File: src/design/mem_parity_pkg.sv
/*
  Shared widths, control bit positions and bus word types for the memory data
  and parity transceiver slice. Modules refer to these by scoped names only.
*/
`default_nettype none

package mem_parity_pkg;

  // Bus and lane widths
  localparam int BYTE_W    = 8;   // One parity bit per lane
  localparam int DATA_W    = 16;  // Local bus word
  localparam int MEM_W     = 18;  // Data plus two parity bits
  localparam int ERR_CNT_W = 8;   // Saturating error counter

  // Control word bit positions, written over the I/O strobe
  localparam int CTRL_DIS_BIT = 0;  // 1 = parity checking off
  localparam int CTRL_CLR_BIT = 1;  // 1 = clear sticky errors

  // Local bus data word
  typedef logic [DATA_W-1:0] lbd_t;

  // Memory word as it sits on the DD bus, parity above each lane
  typedef struct packed {
    logic              par_hi;   // Bit 17
    logic [BYTE_W-1:0] data_hi;  // Bits 16..9
    logic              par_lo;   // Bit 8
    logic [BYTE_W-1:0] data_lo;  // Bits 7..0
  } mem_word_t;

  // Stage 1 read capture
  typedef struct packed {
    mem_word_t word;  // Raw memory word
    logic      ecc;   // Read owned by ECC logic
    logic      valid;
  } rd_cap_t;

  // Stage 2 check result
  typedef struct packed {
    lbd_t data;    // Data with parity stripped
    logic lo_err;  // Low lane parity fault
    logic hi_err;  // High lane parity fault
    logic valid;
  } chk_result_t;

  // Bit that makes the total count of ones, byte plus bit, odd
  function automatic logic odd_parity(input logic [BYTE_W-1:0] b);
    return ~(^b);  // Even count in byte -> 1
  endfunction

endpackage

`default_nettype wire
File: src/design/mem_data_top.sv
/*
  Data and parity transceiver slice of the memory board. Write path encodes
  parity in one cycle, read path checks and latches errors over three stages.
*/
`timescale 1ns/1ps
`default_nettype none

module mem_data_top (
  input  wire                       clk,
  input  wire                       arst_n,
  // Write side
  input  wire                       wr_strobe,
  input  wire mem_parity_pkg::lbd_t wr_data,
  output logic                      wr_valid,
  output mem_parity_pkg::mem_word_t wr_mem,
  // Read side
  input  wire                       rd_strobe,
  input  wire mem_parity_pkg::mem_word_t rd_mem,
  input  wire                       ecc_req,
  output logic                      rd_valid,
  output mem_parity_pkg::lbd_t      rd_data,
  output logic                      lo_err,
  output logic                      hi_err,
  // Control side
  input  wire                       ctrl_strobe,
  input  wire mem_parity_pkg::lbd_t ctrl_data,
  // Status
  output logic                      lerr_n,
  output logic                      lperr_n,
  output logic                      led,
  output logic [mem_parity_pkg::ERR_CNT_W-1:0] err_count
);

  mem_parity_pkg::rd_cap_t     rd_cap;      // Stage 1 to stage 2
  mem_parity_pkg::chk_result_t chk;         // Stage 2 to stage 3 and ports
  logic                        parity_dis;
  logic                        clr_pulse;

  parity_ctrl u_ctrl (
    .clk         (clk),
    .arst_n      (arst_n),
    .ctrl_strobe (ctrl_strobe),
    .ctrl_data   (ctrl_data),
    .parity_dis  (parity_dis),
    .clr_pulse   (clr_pulse)
  );

  mem_data_xcvr u_xcvr (
    .clk       (clk),
    .arst_n    (arst_n),
    .wr_strobe (wr_strobe),
    .wr_data   (wr_data),
    .wr_valid  (wr_valid),
    .wr_mem    (wr_mem),
    .rd_strobe (rd_strobe),
    .rd_mem    (rd_mem),
    .ecc_req   (ecc_req),
    .rd_cap    (rd_cap)
  );

  parity_check_stage u_check (
    .clk        (clk),
    .arst_n     (arst_n),
    .rd_cap     (rd_cap),
    .parity_dis (parity_dis),
    .chk        (chk)
  );

  error_latch u_latch (
    .clk       (clk),
    .arst_n    (arst_n),
    .chk       (chk),
    .clr_pulse (clr_pulse),
    .lerr_n    (lerr_n),
    .lperr_n   (lperr_n),
    .led       (led),
    .err_count (err_count)
  );

  // Check result straight out to the local bus
  assign rd_valid = chk.valid;
  assign rd_data  = chk.data;
  assign lo_err   = chk.lo_err;
  assign hi_err   = chk.hi_err;

endmodule

`default_nettype wire

File: src/design/error_latch.sv
/*
  Pipeline stage 3. Sticky lane errors, local error, red parity LED and a
  saturating count of faulty reads, all cleared by the control register.
*/
`timescale 1ns/1ps
`default_nettype none

module error_latch (
  input  wire                             clk,
  input  wire                             arst_n,
  input  wire mem_parity_pkg::chk_result_t chk,
  input  wire                             clr_pulse,  // From control register
  output logic                            lerr_n,     // Local error, low active
  output logic                            lperr_n,    // Local parity error
  output logic                            led,        // Red parity LED
  output logic [mem_parity_pkg::ERR_CNT_W-1:0] err_count
);

  localparam int CW = mem_parity_pkg::ERR_CNT_W;

  logic          any_err;   // Faulty read this cycle
  logic          lo_stk;    // Sticky low lane error
  logic          hi_stk;    // Sticky high lane error
  logic          perr_q;    // Parity error seen since clear
  logic [CW-1:0] cnt_base;  // Count after a pending clear
  logic [CW-1:0] cnt_q;

  assign any_err = chk.valid & (chk.lo_err | chk.hi_err);

  // Clear applies first, a new error in the same cycle overrides it
  assign cnt_base = clr_pulse ? '0 : cnt_q;

  always_ff @(posedge clk or negedge arst_n) begin
    if (!arst_n) begin
      lo_stk <= 1'b0;
      hi_stk <= 1'b0;
      perr_q <= 1'b0;
      cnt_q  <= '0;
    end else begin
      if (clr_pulse) begin
        lo_stk <= 1'b0;
        hi_stk <= 1'b0;
        perr_q <= 1'b0;
      end
      if (chk.valid && chk.lo_err) lo_stk <= 1'b1;
      if (chk.valid && chk.hi_err) hi_stk <= 1'b1;
      if (any_err) perr_q <= 1'b1;  // Latched on first fault
      // Saturate at all ones
      if (any_err && (cnt_base != '1)) begin
        cnt_q <= cnt_base + 1'b1;
      end else begin
        cnt_q <= cnt_base;
      end
    end
  end

  assign lerr_n    = ~(lo_stk | hi_stk);
  assign lperr_n   = ~perr_q;
  assign led       = perr_q;  // Lit while parity error held
  assign err_count = cnt_q;

  // Only a clear can lower the count
  a_cnt_mono : assert property (
    @(posedge clk) disable iff (!arst_n)
    !clr_pulse |=> (err_count >= $past(err_count))
  ) else $error("err_count decreased without clr_pulse");

  // Stage 2 must never flag a lane fault on an empty slot
  a_err_valid : assert property (
    @(posedge clk) disable iff (!arst_n)
    (chk.lo_err || chk.hi_err) |-> chk.valid
  ) else $error("lane error without valid read");

endmodule

`default_nettype wire

File: src/design/parity_check_stage.sv
/*
  Pipeline stage 2. Recomputes odd parity on both lanes of a captured read
  and flags lane faults unless the read belongs to ECC or checking is off.
*/
`timescale 1ns/1ps
`default_nettype none

module parity_check_stage (
  input  wire                         clk,
  input  wire                         arst_n,
  input  wire mem_parity_pkg::rd_cap_t rd_cap,
  input  wire                         parity_dis,  // Sampled here
  output mem_parity_pkg::chk_result_t chk
);

  logic                 chk_en;   // Lane faults may be reported
  logic                 lo_bad;   // Low lane parity mismatch
  logic                 hi_bad;   // High lane parity mismatch
  mem_parity_pkg::lbd_t data_q;
  logic                 lo_err_q;
  logic                 hi_err_q;
  logic                 valid_q;

  // Only plain reads with checking on
  assign chk_en = rd_cap.valid & ~rd_cap.ecc & ~parity_dis;

  assign lo_bad = mem_parity_pkg::odd_parity(rd_cap.word.data_lo) != rd_cap.word.par_lo;
  assign hi_bad = mem_parity_pkg::odd_parity(rd_cap.word.data_hi) != rd_cap.word.par_hi;

  // Control flags
  always_ff @(posedge clk or negedge arst_n) begin
    if (!arst_n) begin
      valid_q  <= 1'b0;
      lo_err_q <= 1'b0;
      hi_err_q <= 1'b0;
    end else begin
      valid_q  <= rd_cap.valid;
      lo_err_q <= chk_en & lo_bad;
      hi_err_q <= chk_en & hi_bad;
    end
  end

  // Data with parity bits stripped
  always_ff @(posedge clk) begin
    if (rd_cap.valid) begin
      data_q <= {rd_cap.word.data_hi, rd_cap.word.data_lo};
    end
  end

  assign chk = '{data: data_q, lo_err: lo_err_q, hi_err: hi_err_q, valid: valid_q};

endmodule

`default_nettype wire

File: src/design/mem_data_xcvr.sv
/*
  Pipeline stage 1. Encodes odd parity per lane on the write path and
  registers read words with their ECC flag, like a clocked bus transceiver.
*/
`timescale 1ns/1ps
`default_nettype none

module mem_data_xcvr (
  input  wire                       clk,
  input  wire                       arst_n,
  // Write side, local bus to memory
  input  wire                       wr_strobe,
  input  wire mem_parity_pkg::lbd_t wr_data,
  output logic                      wr_valid,
  output mem_parity_pkg::mem_word_t wr_mem,
  // Read side, memory to checker
  input  wire                       rd_strobe,
  input  wire mem_parity_pkg::mem_word_t rd_mem,
  input  wire                       ecc_req,  // ECC owns this read
  output mem_parity_pkg::rd_cap_t   rd_cap
);

  localparam int BW = mem_parity_pkg::BYTE_W;

  logic [BW-1:0]                    wr_lo;      // Low lane of write data
  logic [BW-1:0]                    wr_hi;      // High lane of write data
  logic [mem_parity_pkg::MEM_W-1:0] wr_enc;     // Encoded memory word
  mem_parity_pkg::mem_word_t        wr_mem_q;
  mem_parity_pkg::mem_word_t        rd_word_q;  // Captured memory word
  logic                             rd_ecc_q;
  logic                             rd_valid_q;

  assign wr_lo = wr_data[0 +: BW];
  assign wr_hi = wr_data[BW +: BW];

  // Parity sits above each lane
  assign wr_enc = {mem_parity_pkg::odd_parity(wr_hi), wr_hi,
                   mem_parity_pkg::odd_parity(wr_lo), wr_lo};

  // Write and read valid flags
  always_ff @(posedge clk or negedge arst_n) begin
    if (!arst_n) begin
      wr_valid   <= 1'b0;
      rd_valid_q <= 1'b0;
    end else begin
      wr_valid   <= wr_strobe;  // Exactly one cycle behind the strobe
      rd_valid_q <= rd_strobe;
    end
  end

  // Payload registers, loaded only on their strobe
  always_ff @(posedge clk) begin
    if (wr_strobe) begin
      wr_mem_q <= mem_parity_pkg::mem_word_t'(wr_enc);
    end
    if (rd_strobe) begin
      rd_word_q <= rd_mem;   // Raw word, parity untouched
      rd_ecc_q  <= ecc_req;  // Travels with its word
    end
  end

  assign wr_mem = wr_mem_q;

  assign rd_cap = '{word: rd_word_q, ecc: rd_ecc_q, valid: rd_valid_q};

  // Read and write share the memory bus, one direction per cycle
  a_strobe_excl : assert property (
    @(posedge clk) disable iff (!arst_n)
    !(wr_strobe && rd_strobe)
  ) else $error("wr_strobe and rd_strobe high together");

endmodule

`default_nettype wire

File: src/design/parity_ctrl.sv
/*
  I/O control register of the parity slice. A control strobe loads the
  parity-disable bit and can fire a one-cycle clear of the sticky errors.
*/
`timescale 1ns/1ps
`default_nettype none

module parity_ctrl (
  input  wire                  clk,
  input  wire                  arst_n,
  input  wire                  ctrl_strobe,  // Single-cycle I/O write
  input  wire mem_parity_pkg::lbd_t ctrl_data,
  output logic                 parity_dis,   // Checking off while set
  output logic                 clr_pulse     // Clear sticky errors
);

  logic dis_bit;  // Disable bit of this write
  logic clr_req;  // Clear requested by this write

  assign dis_bit = ctrl_data[mem_parity_pkg::CTRL_DIS_BIT];
  assign clr_req = ctrl_strobe & ctrl_data[mem_parity_pkg::CTRL_CLR_BIT];

  // Disable bit holds its value between control writes
  always_ff @(posedge clk or negedge arst_n) begin
    if (!arst_n) begin
      parity_dis <= 1'b0;  // Checking on out of reset
    end else if (ctrl_strobe) begin
      parity_dis <= dis_bit;
    end
  end

  // Clear command becomes a registered pulse
  // Back-to-back clear writes merge, the pulse never runs two cycles
  always_ff @(posedge clk or negedge arst_n) begin
    if (!arst_n) begin
      clr_pulse <= 1'b0;
    end else begin
      clr_pulse <= clr_req & ~clr_pulse;
    end
  end

  // Error latch expects a strictly single-cycle clear
  a_clr_single : assert property (
    @(posedge clk) disable iff (!arst_n)
    clr_pulse |=> !clr_pulse
  ) else $error("clr_pulse held high for two cycles");

endmodule

`default_nettype wire

File: config.mk
export PLATFORM = sky130hd
export DESIGN_NAME = mem_data_top
export DESIGN_NICKNAME = d
export VERILOG_FILES = /design/src/design/mem_parity_pkg.sv /design/src/design/mem_data_top.sv /design/src/design/error_latch.sv /design/src/design/parity_check_stage.sv /design/src/design/mem_data_xcvr.sv /design/src/design/parity_ctrl.sv
export SDC_FILE = /design/constraint.sdc
export NUM_CORES = 1
export LEC_CHECK = 0
export BUFFER_PORTS_ARGS = -buffer_cell sky130_fd_sc_hd__buf_2
export CAP_MARGIN = 0
export CORE_MARGIN = 3
export CORE_UTILIZATION = 50
export CTS_BUF_LIST = sky130_fd_sc_hd__clkbuf_4
export CTS_CLUSTER_DIAMETER = 50
export DETAILED_ROUTE_END_ITERATION = 10
export PLACE_DENSITY = 0.84
export SLEW_MARGIN = 20
export SYNTH_ARGS = -nofsm -noshare
export SYNTH_HDL_FRONTEND = slang
export SYNTH_SLANG_ARGS = --single-unit
File: constraint.sdc
create_clock -name clk -period 1.8 [get_ports clk]
set_input_delay 0.36 -clock clk [delete_from_list [all_inputs] [get_ports clk]]
set_output_delay 0.36 -clock clk [all_outputs]
set_load 0.1 [all_outputs]
==> impl_results.md <==
- GRT overflow: 0
- Path type of the worst min-delay path: input port to flop
- Async SR Flop Fraction: approximately 25%
- Synthesis warning total: 0
- Largest net degree at the start of global routing: 21
- CP max FO: 2
- Die span in x: between 70 and 80 µm
- CP max stage delay: roughly 0.43 ns
- Most common cell in the netlist: edfxtp_1
- CTS clk-pin slew, worst paths: between 0.1 and 0.15 ns
- Layout cells sized above 1: between 50 and 60%
- Total power: approximately 0.0044 W
- CP Launch Type: flop
- Number of clock buffers inserted by TritonCTS: 9
- Iter 0 DRT Violations: 63
- Pre-antenna DRT Iters: 4
- Placed cells: slightly above 300
- Routed wire length: 4567 µm
- Fmax: between 500 and 600 MHz
- Area leader, netlist: edfxtp_1
- Final worst-path cycle share: ~90%
- Cell count after synthesis: 148
- Slew headroom: about 67%
- DP Wirelength: 3442 µm
- Area Growth Syn to Fin: 26.85%
- Initial antenna violation count: 0
- Distinct cells, synth: 31
- GRT Total Usage: 16.14%
- Clk pwr share: 22.4%
- CP arrival: approximately 1.3 ns
- Switch share: ~39%
- Post CTS Setup Buffer Count: 0
- Share of the yosys chip area belonging to registers: approximately three quarters
- First-pass GRT wire length: 7514 µm
- Post-synthesis instance area: 0.002661 mm²
- Fin cells: about 320
- Ant. Diodes: 0
- Post-Syn Nets: between 200 and 250
- Max_cap viols: 0
- Post-Place Worst Slack: around 0.3 ns
- Die height: 78.96 µm
- Min Clock Period, post-route: 1.669 ns
- GPL Wtd Cong: 0.7267
- Nets: 307
- Post-synth top area share: 59.80%
- Root Driver: clkbuf_4
- Mapped Avg Cell Area: between 15 and 20 µm²
- Critical path class: flop to primary output
- CTS-repair resized insts: 0
- CTS tree: built
- Final core utilization: 68.30%
- Sequential power share: a little under half
- Critical path required time: around 1.4 ns
- Final slew viol count: 0
- Full die area: approximately 0.0062 mm²
- Clock Skews: between 0.01 and 0.015 ns
- Clock Sinks: 71
- Final worst slack: 0.1312 ns
- Htree depth: 3
- Net switching power: between 0.0015 and 0.002 W
- Status: finished, final reports clean
- Ordered cell list for the critical path: nor2_2 > buf_2
- RSZ-0062 raised after global routing: false
- Vias/cell: between 4 and 5
- Critical Path Slowest Stage Cell: buf_2
- CP Capture Type: primary output
- FF+latch count, synth: 71
- Port Buffers: 90
- Maximum root-to-sink buffer count: 2
- Vias in the first global route: around 1600
- Post-route ant nets: 0
- Leak: 1.412 nW
- Fin. Hold Viols: 0
- Drt wl/cell: between 10 and 15 µm
- Finish-stage setup viols: 0
- Core ar.: between 0.004 and 0.005 mm²
- Peak supply drop: 0.8816 mV
- Ports: about 110
- P per Cell Area: between 1000 and 1500 mW/mm²
- Synth cell count leaders: edfxtp_1 (53), xnor2_1 (25), dfrtp_1 (18)
- Clock Latency Late Sink: 0.39 ns
- Largest cells by area after synthesis: edfxtp_1 (60%), dfrtp_1 (17%), xnor2_1 (8.2%), xnor3_1 (1.7%), nor2_1 (1.3%)
- Starting density of the core: between 50 and 60%
- Top FF cell, synth: edfxtp_1
- Via Count: around 1500
- Row cnt: 25
- Detailed-route DRC error count: 0
- Comb pwr share: between 30% and 40%
- Post-synth EDFFs: 53
- Worst Tran Pin Value: around 0.5 ns
- Pint: between 0.002 and 0.003 W
## power by group through the flow
stage	clock [W]	sequential, W	combinational (W)
2_1_floorplan	0	0.00285	0.000383
3_3_place_gp	0	0.00207	0.00139
3_5_place_dp	0	0.00208	0.00140
4_1_cts	0.00102	0.00204	0.00141
5_1_grt	0.00111	0.00206	0.00145
6_report	0.000995	0.00204	0.00140
## final cells by class
| cell class | instances | area, µm² |
|---|---|---|
| clock buffers | 13 | 97.59 |
| clock inverters | 3 | 43.79 |
| fillers | 378 | 1567 |
| inverters | 5 | 22.52 |
| multi-input cells | 71 | 599.3 |
| flip-flops and latches | 71 | 2053 |
| well taps | 67 | 83.83 |
| repair buffers | 93 | 475.5 |
## flip-flops by register name (all words and copies together), names as in the netlist
register           flops
u_xcvr.wr_valid        1
u_ctrl.parity_dis      1
u_check.hi_err_q       1
u_xcvr.rd_ecc_q        1
u_xcvr.rd_valid_q      1
u_latch.lo_stk         1
u_check.lo_err_q       1
u_ctrl.clr_pulse       1
u_xcvr.rd_cap         18
u_xcvr.wr_mem         18
u_check.valid_q        1
u_latch.hi_stk         1
u_check.data_q        16
u_latch.err_count      8
u_latch.led            1
## final timing paths
kind / start / to / cells past startpoint / slack [ns]
worst max-delay path: u_latch.hi_stk / lerr_n / 2 / 0.13
worst min-delay path: rd_mem[10] / u_xcvr.rd_cap[12] / 1 / 0.13
worst max register to register: u_xcvr.rd_cap[4] / u_check.lo_err_q / 4 / 0.29
worst min register to register: u_xcvr.rd_cap[17] / u_check.data_q[14] / 0 / 0.48
max in group asynchronous: arst_n / u_latch.err_count[2] / 2 / 1.05
min in group asynchronous: arst_n / u_xcvr.rd_valid_q / 2 / 0.44
## worst max-delay path: cells and delay by family, from the launching register on
kind | cells | cell delay, ns
buf+inv | 1 | 0.43
flops | 1 | 0.40
simple gates | 1 | 0.09
## timing repair
| item | in CTS | in global routing |
|---|---|---|
| hold buffers | 1 | 0 |
| endpoints found under the hold margin | 18 | 0 |
| setup endpoints to repair | 0 | 0 |
## stage by stage
step / hold WS (ns) / setup TNS [ns] / area, µm²
floorplan: 0.06441 / -0.1592 / 2679
global placement: 0.3108 / 0 / 3224
detailed placement: 0.3120 / 0 / 3224
CTS: 0.1120 / 0 / 3376
global route: 0.07993 / 0 / 3376
finish: 0.1334 / 0 / 3376
## kinds of logic (layout without fill, tap and decap cells)
group,count (synthesis),count (layout),synth area share [%]
DFF,71,71,76.73
xor gates and xnor gates,29,29,10.58
and+or+nand+nor,23,23,6.018
AOI/OAI and AO/OA,17,17,4.843
buffers and inverters,6,114,0.8462
muxes,2,2,0.9871
## cells in the final DEF (no fill, tap or decap), types with 2 or more instances in the layout
master	n
buf_2	90
nor2_1	8
o21ai_0	4
dfrtp_2	9
xnor2_1	25
dfrtp_1	9
xor2_1	2
edfxtp_1	53
xnor3_1	2
nor2b_1	2
inv_1	4
a31oi_1	4
buf_4	2
clkbuf_4	13
nand2_1	4
## layer usage
layer	vias up	GRT usage [%]	routed length [µm]
met5	-	0	0
met4	0	6.873	67
met3	8	5.896	351
met2	57	28.27	2403
met1	718	17.63	1745
li1	749	-	-
No activity file was read; power rests on OpenSTA's default activity.
